[src/hdl/payload_pkg.sv]
package payload_pkg;

    // data layout of the encryption result

    localparam int BYTE_W = 8;

    // field lengths in bytes
    localparam int DEF_CIPHER_BYTES = 183;
    localparam int DEF_TAG_BYTES = 16;

    // width of a byte position, limits a field to 256 bytes
    localparam int INDEX_W = 8;

    typedef logic [INDEX_W-1:0] byte_index_t;

endpackage : payload_pkg

[src/hdl/readout_pkg.sv]
package readout_pkg;

    // which field a read request names
    typedef enum logic
    {
        FIELD_CIPHER = 1'b0,
        FIELD_TAG    = 1'b1
    } field_e;

    typedef enum logic
    {
        ST_IDLE   = 1'b0,
        ST_STREAM = 1'b1
    } readout_state_e;

endpackage : readout_pkg

[src/hdl/byte_fetch_if.sv]
interface byte_fetch_if;

    // byte request from the readout control
    readout_pkg::field_e        field;
    payload_pkg::byte_index_t   index;

    // high while no stream is running, writes allowed
    logic                       write_open;

    // selected byte, combinational from field and index
    logic [payload_pkg::BYTE_W-1:0] byte_data;

    modport ctrl
    (
        output field,
        output index,
        output write_open,
        input  byte_data
    );

    modport store
    (
        input  field,
        input  index,
        input  write_open,
        output byte_data
    );

endinterface : byte_fetch_if

[src/hdl/payload_store.sv]
module payload_store
#(
    parameter int CIPHER_BYTES = payload_pkg::DEF_CIPHER_BYTES,
    parameter int TAG_BYTES    = payload_pkg::DEF_TAG_BYTES
)
(
    input  logic                                    clock_i,
    input  logic                                    reset_i,
    input  logic                                    write_valid_i,
    input  logic [CIPHER_BYTES*payload_pkg::BYTE_W-1:0] cipher_i,
    input  logic [TAG_BYTES*payload_pkg::BYTE_W-1:0]    tag_i,
    byte_fetch_if.store                             fetch
);

    localparam int INDEX_SPAN = 2 ** payload_pkg::INDEX_W;

    logic [CIPHER_BYTES-1:0][payload_pkg::BYTE_W-1:0] cipher_q;
    logic [TAG_BYTES-1:0][payload_pkg::BYTE_W-1:0]    tag_q;

    logic write_accept;

    // a write is taken only between streams
    assign write_accept = write_valid_i && fetch.write_open;

    // both fields load together, byte 0 in the low bits
    always_ff @(posedge clock_i or posedge reset_i)
    begin
        if (reset_i)
        begin
            cipher_q <= '0;
            tag_q <= '0;
        end
        else if (write_accept)
        begin
            cipher_q <= cipher_i;
            tag_q <= tag_i;
        end
    end

    // byte selection, out of range positions read as zero
    always_comb
    begin
        fetch.byte_data = '0;
        if (fetch.field == readout_pkg::FIELD_TAG)
        begin
            if (fetch.index < TAG_BYTES)
            begin
                fetch.byte_data = tag_q[fetch.index];
            end
        end
        else
        begin
            if (fetch.index < CIPHER_BYTES)
            begin
                fetch.byte_data = cipher_q[fetch.index];
            end
        end
    end

    // field lengths must be reachable by the byte index
    if (CIPHER_BYTES > INDEX_SPAN || TAG_BYTES > INDEX_SPAN)
    begin : g_size_check
        $error("field length exceeds byte index range");
    end

    if (CIPHER_BYTES < 1 || TAG_BYTES < 1)
    begin : g_empty_check
        $error("field length must be at least one byte");
    end

    // the readout control never walks past the end of its field
    a_index_in_field : assert property (
        @(posedge clock_i) disable iff (reset_i)
        !fetch.write_open |->
            ((fetch.field == readout_pkg::FIELD_TAG) ? (fetch.index < TAG_BYTES)
                                                     : (fetch.index < CIPHER_BYTES))
    )
    else
    begin
        $error("byte index %0d outside field %s", fetch.index, fetch.field.name());
    end

endmodule : payload_store

[src/hdl/readout_fsm.sv]
module readout_fsm
#(
    parameter int CIPHER_BYTES = payload_pkg::DEF_CIPHER_BYTES,
    parameter int TAG_BYTES    = payload_pkg::DEF_TAG_BYTES
)
(
    input  logic                            clock_i,
    input  logic                            reset_i,

    // read request
    input  logic                            read_valid_i,
    input  logic                            write_valid_i,
    input  readout_pkg::field_e             read_field_i,
    output logic                            read_ready_o,

    // byte stream towards the transmitter
    output logic                            byte_valid_o,
    input  logic                            byte_ready_i,
    output logic [payload_pkg::BYTE_W-1:0]  byte_o,
    output logic                            byte_last_o,

    byte_fetch_if.ctrl                      fetch
);

    localparam payload_pkg::byte_index_t CIPHER_LAST =
        payload_pkg::byte_index_t'(CIPHER_BYTES - 1);
    localparam payload_pkg::byte_index_t TAG_LAST =
        payload_pkg::byte_index_t'(TAG_BYTES - 1);

    readout_pkg::readout_state_e    state_q;
    readout_pkg::field_e            field_q;
    payload_pkg::byte_index_t       index_q;

    payload_pkg::byte_index_t       last_index;
    logic                           idle;
    logic                           read_accept;
    logic                           byte_accept;

    assign idle = (state_q == readout_pkg::ST_IDLE);

    // a write offered in the same cycle wins
    assign read_ready_o = idle && !write_valid_i;
    assign read_accept = read_valid_i && read_ready_o;

    assign last_index = (field_q == readout_pkg::FIELD_TAG) ? TAG_LAST : CIPHER_LAST;

    assign byte_valid_o = (state_q == readout_pkg::ST_STREAM);
    assign byte_last_o = byte_valid_o && (index_q == last_index);
    assign byte_accept = byte_valid_o && byte_ready_i;

    // data comes straight from the store, qualified by valid
    assign byte_o = fetch.byte_data;

    assign fetch.field = field_q;
    assign fetch.index = index_q;
    assign fetch.write_open = idle;

    always_ff @(posedge clock_i or posedge reset_i)
    begin
        if (reset_i)
        begin
            state_q <= readout_pkg::ST_IDLE;
            field_q <= readout_pkg::FIELD_CIPHER;
            index_q <= '0;
        end
        else
        begin
            case (state_q)
                readout_pkg::ST_IDLE:
                begin
                    if (read_accept)
                    begin
                        state_q <= readout_pkg::ST_STREAM;
                        field_q <= read_field_i;
                        index_q <= '0;
                    end
                end

                readout_pkg::ST_STREAM:
                begin
                    if (byte_accept)
                    begin
                        if (byte_last_o)
                        begin
                            state_q <= readout_pkg::ST_IDLE;
                        end
                        else
                        begin
                            index_q <= index_q + 1'b1;
                        end
                    end
                end

                default:
                begin
                    state_q <= readout_pkg::ST_IDLE;
                end
            endcase
        end
    end

    // held byte must not change while the transmitter stalls
    a_stall_holds : assert property (
        @(posedge clock_i) disable iff (reset_i)
        (byte_valid_o && !byte_ready_i) |=>
            (byte_valid_o && $stable(byte_o) && $stable(byte_last_o))
    )
    else
    begin
        $error("byte output changed during stall");
    end

    a_state_known : assert property (
        @(posedge clock_i) disable iff (reset_i)
        !$isunknown(state_q)
    )
    else
    begin
        $error("readout state unknown");
    end

endmodule : readout_fsm

[src/hdl/uart_payload_top.sv]
module uart_payload_top
#(
    parameter int CIPHER_BYTES = payload_pkg::DEF_CIPHER_BYTES,
    parameter int TAG_BYTES    = payload_pkg::DEF_TAG_BYTES
)
(
    input  logic                                        clock_i,
    input  logic                                        reset_i,

    // host write of both fields
    input  logic                                        write_valid_i,
    output logic                                        write_ready_o,
    input  logic [CIPHER_BYTES*payload_pkg::BYTE_W-1:0] cipher_i,
    input  logic [TAG_BYTES*payload_pkg::BYTE_W-1:0]    tag_i,

    // read request for one field
    input  logic                                        read_valid_i,
    input  readout_pkg::field_e                         read_field_i,
    output logic                                        read_ready_o,

    // serial byte stream
    output logic                                        byte_valid_o,
    input  logic                                        byte_ready_i,
    output logic [payload_pkg::BYTE_W-1:0]              byte_o,
    output logic                                        byte_last_o
);

    byte_fetch_if fetch_bus ();

    payload_store
    #(
        .CIPHER_BYTES (CIPHER_BYTES),
        .TAG_BYTES    (TAG_BYTES)
    )
    store_i
    (
        .clock_i       (clock_i),
        .reset_i       (reset_i),
        .write_valid_i (write_valid_i),
        .cipher_i      (cipher_i),
        .tag_i         (tag_i),
        .fetch         (fetch_bus.store)
    );

    readout_fsm
    #(
        .CIPHER_BYTES (CIPHER_BYTES),
        .TAG_BYTES    (TAG_BYTES)
    )
    fsm_i
    (
        .clock_i       (clock_i),
        .reset_i       (reset_i),
        .read_valid_i  (read_valid_i),
        .write_valid_i (write_valid_i),
        .read_field_i  (read_field_i),
        .read_ready_o  (read_ready_o),
        .byte_valid_o  (byte_valid_o),
        .byte_ready_i  (byte_ready_i),
        .byte_o        (byte_o),
        .byte_last_o   (byte_last_o),
        .fetch         (fetch_bus.ctrl)
    );

    // writes are open exactly when no stream runs
    assign write_ready_o = fetch_bus.write_open;

endmodule : uart_payload_top

[config.mk]
export PLATFORM = sky130hd
export DESIGN_NAME = uart_payload_top
export DESIGN_NICKNAME = d
export VERILOG_FILES = /design/src/hdl/payload_pkg.sv /design/src/hdl/readout_pkg.sv /design/src/hdl/byte_fetch_if.sv /design/src/hdl/payload_store.sv /design/src/hdl/readout_fsm.sv /design/src/hdl/uart_payload_top.sv
export SDC_FILE = /design/constraint.sdc
export NUM_CORES = 2
export LEC_CHECK = 0
export BUFFER_PORTS_ARGS = -buffer_cell sky130_fd_sc_hd__buf_2
export CAP_MARGIN = 20
export CORE_AREA = 2 2 618 620
export DETAILED_ROUTE_END_ITERATION = 10
export DIE_AREA = 0 0 620 622
export GPL_ROUTABILITY_DRIVEN = 0
export PLACE_DENSITY_LB_ADDON = 0.12
export REMOVE_ABC_BUFFERS = 1
export SYNTH_ARGS = -nofsm -noshare
export SYNTH_HDL_FRONTEND = slang
export SYNTH_SLANG_ARGS = --single-unit
[constraint.sdc]
create_clock -name clock_i -period 53.6 [get_ports clock_i]
set_clock_uncertainty 0.2 [all_clocks]
set_input_delay 2.68 -clock clock_i [delete_from_list [all_inputs] [get_ports clock_i]]
set_output_delay 2.68 -clock clock_i [all_outputs]
set_load 0.02 [all_outputs]
---- Word-level counts from Yosys, hierarchy flattened ----
Index checks and enable logic that the tools add are counted.
word-level totals
  logic and storage cells ................. 236
  input bits .............................. 1598
  register bits after elaboration ......... 1602
cells by class
  reduce and logical (&&, ||, !) cells .... 8
  add/sub/neg operators ................... 1
  bitwise operators ....................... 1
  equal/unequal tests ..................... 4
  mux-type cells .......................... 16
  magnitude comparators ................... 4
operators by type and width
  operator             number
  $mux 8               9
  $bmux 8 s8           1
  $bmux 8 s4           1
  $lt 8x5->1 const B   2
  $pmux 8 s2           1
  $lt 8x9->1 const B   1
  $add 8x1->8 const B  1
  $eq 8x8->1           1
  $lt 8x8->1 const B   1
  $ne 2x2->1 const B   3
  $logic_and 1x1->1    5
  $mux 1               3
  $reduce_and 3->1     1
  $pmux 1 s2           1
  $reduce_and 2->1     1
  $logic_not 1->1      1
  $not 1->1            1

---- Logic depth before layout (Yosys ltp) ----
  word-level depth ........................ 6
  gate-level depth with buffers ........... 14

---- By module ----
Synthesis repeated with hierarchy kept, for this count alone.
second synthesis, totals
  cells, all modules ...................... 7889
  area total of the unflattened synthesis .. 72897.4 um^2
by module, submodules not included
  module         area an instance (um^2)  sequential area each (um^2)  cells each  times used
  payload_store  72200.5                  39838.2                      7807        1
  readout_fsm    696.9                    250.2                        82          1

---- Worst setup path before layout ----
No wires, ideal clock.
  path kind ............................... input to output
  from .................................... input port write_valid_i
  to ...................................... output port read_ready_o
  path slack .............................. 47712 ps
  data required time ...................... 50720 ps
  buffers on the path ..................... 0
  arrival time ............................ 3008 ps
  stages .................................. 1
  cell sequence ........................... nor2_1
between the ends
  longest elaborated chain between the ends .. 2
ends and longest elaborated chain
  element            RTL line                RTL
  start, declared    uart_payload_top.sv:11  input logic write_valid_i,
  $logic_not 1->1    readout_fsm.sv:42       assign read_ready_o = idle && !write_valid_i;
  $logic_and 1x1->1  readout_fsm.sv:42
  end, declared      uart_payload_top.sv:19  output logic read_ready_o,
No other way between the ends.

---- Worst setup path in the final report ----
  from .................................... register fsm_i.index_q[0], in the netlist fsm_i.fetch.index[0]
  to ...................................... output port byte_o[6] (netlist bit)
between the ends
  longest elaborated chain between the ends .. 4
  elaborated cells between the ends (all ways) .. 9
ends and longest elaborated chain
  element                                          RTL line                                  RTL
  start, declared                                  readout_fsm.sv:32                         payload_pkg::byte_index_t index_q;
  start signal, assigned                           readout_fsm.sv:89                         index_q <= index_q + 1'b1;
  $bmux 8 s8 / $bmux 8 s4 (equally long branches)  payload_store.sv:55, payload_store.sv:48
  $mux 8 (on tied branches)                        payload_store.sv:55, payload_store.sv:48
  $mux 8 (on tied branches)                        payload_store.sv:53, payload_store.sv:46
  $mux 8 *                                         payload_store.sv:44                       if (fetch.field == readout_pkg::FIELD_TAG)
  end, declared                                    uart_payload_top.sv:24                    output logic [payload_pkg::BYTE_W-1:0] byte_o,
Mark *: on every way between the ends. The rest lies on a longest branch, timed or not. The select of a mux whose other input is x is not followed.

==> results by stage <==
Clock network:
- In this run, post-CTS hold repair placed 0 buffers.
- The number of buffers added by the clock tree synthesis step is 204.
- Clock-pin slew was measured on the worst setup and hold paths at 0.06 ns.
- The number of gates resized after CTS was 0.
- The clock drives 1602 sinks.
- The clock latency of the later-clocked register in the worst-skew pair is 0.86 ns.
- In this run the post-CTS setup repair buffer count came out at 0.
- The clock root buffer master is clkbuf_16.
- No sink is reached through more buffers than the 4 on the longest clock path.
- TritonCTS built the clock tree.
- The number of H-tree levels is 4.

STA:
- The transition at the pin with the smallest max-transition slack is 1.28 ns.
- Setup violations remaining at the end of the flow were counted as 0.
- Setup repair after global routing left no endpoint under its margin.
- Dividing the final minimum period by the clock period gives 18.7%.
- The number of pins exceeding their max-slew limit in the final report is 0.
- The worst slew slack as a fraction of its limit is 14.9%.
- Counting I/O delays and the setup requirement, the final critical path takes 10.04 ns.
- The achievable clock frequency is 0.0996 GHz.
- The number of hold violations in the final report is 0.
- The final sum of negative setup slack is 0 ns.
- The worst setup slack after layout is 43.56 ns.

Power and ir drop:
- IR analysis of the VDD net gives a maximum drop of 0.0342 mV.
- In this run the static leakage power is 48.8 nW.
- The design draws 0.00400 W.
- The cell area power density is 42.9 mW/mm².
- The switching share of power is 37.5%.
- The clock network accounts for 34.3% of the total power.
- The internal power component is 0.00250 W.
- The switching power summed over all nets is 0.00150 W.
- Combinational logic burns 32.1% of the power.
- The share of total power dissipated in sequential elements is 33.5%.

Route:
- The number of remaining DRC errors is 0.
- The total wirelength of the detailed-routed design is 397 mm.
- In this run the remaining antenna-violating nets after routing total 0.
- The number of DRC markers in iteration 0 is 4573.
- Detailed routing inserted a total of 63700 vias.
- Dividing the detail-routed via count by the number of cells gives 4.31.
- The number of iterations in the first detailed-routing pass is 6.
- After detailed routing, the average wire length per cell comes to 26.9 µm.

Floorplan:
- The starting density of the core is 19.4%.
- The core region area is 0.378 mm².
- The die width is 620 µm.
- The full die area is 0.386 mm².
- From bottom edge to top edge, the die measures 622 µm.
- Row generation in the floorplan step produced 226 rows.
- For this design the top-level I/O count stands at 1610.

Critical path:
- The largest single stage delay on the critical path is 0.91 ns.
- The critical path class is reg2out.
- Counting stages on the worst path, the most repeated cell is buf_4.
- The data required time at the worst endpoint is 50.72 ns.
- The type of element capturing the critical path is a primary output.
- The maximum fanout encountered on the critical timing path is 41.
- The signal on the critical path passes through buf_4 > buf_4 > buf_4 > mux4_2 > o21ai_0 > nand3_1 > or4_1 > o21ba_1 > or4_1 > buf_2.
- For this design, the slowest cell found on the critical path is dfrtp_4.
- STA classifies the critical path startpoint as a flip-flop.
- The arrival time of data at the critical path endpoint is 7.16 ns.

Final layout:
- Summing all multi-input logic gate instances after layout gives 0.0310 mm².
- The final layout net count is 11200.
- The number of filler cells placed in the layout is 41500.
- Of the cells placed in the final design, the portion with a size suffix greater than 1 is 24.3%.
- The area occupied by registers is 0.0401 mm².
- Compared with the post-synthesis result, the final layout area differs by 27.1%.

Synth:
- The number of warnings reported in the yosys synthesis log is 0.
- The cell type contributing the most total cell area after synthesis is dfrtp_1.
- The most common cell in the synthesized netlist is nand2_1.
- The part of the Yosys area used for sequential elements is 54.6%.
- After synthesis, the largest area contributor takes up 54.6% of total cell area.
- The synthesized netlist contains 74 unique library cells.
- Ranked by instance count, the synthesized netlist is headed by 4884 x nand2_1, 1602 x dfrtp_1, 414 x clkbuf_1.
- For this run, the leading register cell type out of synthesis is dfrtp_1.
- The post-synthesis async set-or-reset flop share is 100%.
- The average footprint of a synthesized cell is 8.99 µm².
- The number of cells produced by synthesis is 8161.
- The register bit count reported by yosys is 1602.
- Yosys mapped a number of flops with a built-in enable equal to 0.
- Sorting the synthesized cells by area gives the leading types as dfrtp_1 55%, nand2_1 25%, mux4_2 7.5%.
- Summing every instance area after synthesis gives 0.0734 mm².

Global route:
- The maximum number of pins on one net before global-route repair is 202.
- The number of global-route vias before repair is 67400.
- The initial antenna violation count came to 97.
- Global routing finished with a remaining overflow of 0.
- The global-route wire length before repair is 543 mm.
- The global-route total usage across every layer is 20.1%.

Worst hold path:
- The path class of the tightest hold or removal check is reg2reg.

Placement:
- The total half-perimeter wirelength after legalization and detailed placement is 298 mm.
- OpenSTA, run right after detailed placement, puts the worst setup slack at 44.31 ns.
- The quantity of I/O buffers inserted on ports is 1609.

Outcome:
- The run finished with clean final reports.

Run:
- The tool flagged a number of max-cap violations equal to 0.
## power groups by stage
| stage | logic, W | registers, W | clock network, W |
|---|---|---|---|
| finish | 0.00129 | 0.00134 | 0.00137 |
| global route | 0.00137 | 0.00135 | 0.00147 |
| CTS | 0.00134 | 0.00134 | 0.00142 |
| detailed placement | 0.00133 | 0.00136 | 0 |
| global placement | 0.00133 | 0.00136 | 0 |
| floorplan | 0.000972 | 0.00145 | 0 |
## critical path: cells and delay by family, from the launching register on
family | cells | cell delay, ns
flip-flops | 1 | 0.91
buffers and inverters | 4 | 2.34
AND/OR/NAND/NOR | 3 | 1.35
AO/OA/AOI/OAI | 2 | 0.74
multiplexers | 1 | 0.59
## layout by cell type (no fill, tap or decap), drive strengths merged, types with 4 or more instances in the layout
cell,count
clkinv,35
a221o,12
nand2,4884
o22ai,9
dfrtp,1602
o2111ai,6
bufinv,7
o221ai,8
nand2b,7
or4,5
and3,9
a211oi,26
a22oi,86
mux4,245
nor3,9
o21ai,47
nand4,13
a21oi,76
o211ai,14
clkbuf,294
a221oi,53
a31oi,12
inv,14
nor2b,19
a2111oi,6
mux2,22
nand3,57
nor2,42
diode,35
o31ai,4
mux2i,294
buf,1756
## sequential cells by signal (all words and copies together) (netlist names)
register and cells:
fsm_i.byte_valid_o 1, fsm_i.fetch.index 8, store_i.cipher_q 1464, store_i.tag_q 128
fsm_i.fetch.field 1
## kinds of logic (layout without fill, tap and decap cells)
family,after synthesis,in the layout,synth area share (%)
AO/OA/AOI/OAI,390,390,3.76
XOR/XNOR,6,6,0.0716
adder cells (fa/ha/maj),1,1,0.0170
buffers and inverters,535,2108,3.34
flip-flops,1602,1602,54.6
multiplexers,561,561,11.9
other,0,35,0
AND/OR/NAND/NOR,5066,5066,26.3
## layer usage
layer  share of wire (%)  vias to the layer above  track usage [%]
li1                    -                    29200                -
met1                  42                    32100             25.4
met2                  49                     1869             34.6
met3                 4.9                      478             3.02
met4                 3.7                       58             6.87
met5               0.085                        -                0
## area by class of cell
cell class                 instances  share of cell area [%]
sequential                      1602                    43.0
multi-input combinational       6024                    33.2
clock inverter                    50                   0.544
timing repair buffer            1756                    10.0
clock buffer                     294                    6.37
antenna                           35                  0.0939
inverter                           8                  0.0536
tap                             5016                    6.73
## final timing paths
path / depth (start not counted) / startpoint / slack (ns) / endpoint
setup / recovery: 10 / fsm_i.fetch.index[0]$_DFFE_PP0P_ / 43.56 / byte_o[6]
hold / removal: 2 / store_i.cipher_q[1360]$_DFFE_PP0P_ / 0.27 / store_i.cipher_q[1360]$_DFFE_PP0P_
setup reg to reg: 9 / fsm_i.byte_valid_o$_DFF_PP0_ / 47.11 / store_i.tag_q[13]$_DFFE_PP0P_
hold reg to reg: 2 / store_i.cipher_q[1360]$_DFFE_PP0P_ / 0.27 / store_i.cipher_q[1360]$_DFFE_PP0P_
max in group asynchronous: 9 / reset_i / 46.47 / store_i.cipher_q[1231]$_DFFE_PP0P_
min in group asynchronous: 2 / reset_i / 1.78 / store_i.cipher_q[210]$_DFFE_PP0P_
## stage by stage
stage          hold slack (ns)  instance area, µm²  instances  util (%)
5_1_grt                  0.281               93300      14800      24.6
2_1_floorplan            0.237               71000       7634         -
4_1_cts                  0.270               93100      14700      24.6
3_5_place_dp             0.255               86700      14400      22.9
3_3_place_gp             0.252               86600      14400      22.9
6_report                 0.267               93300      14800      24.7
Power figures use the tool's default switching activity.
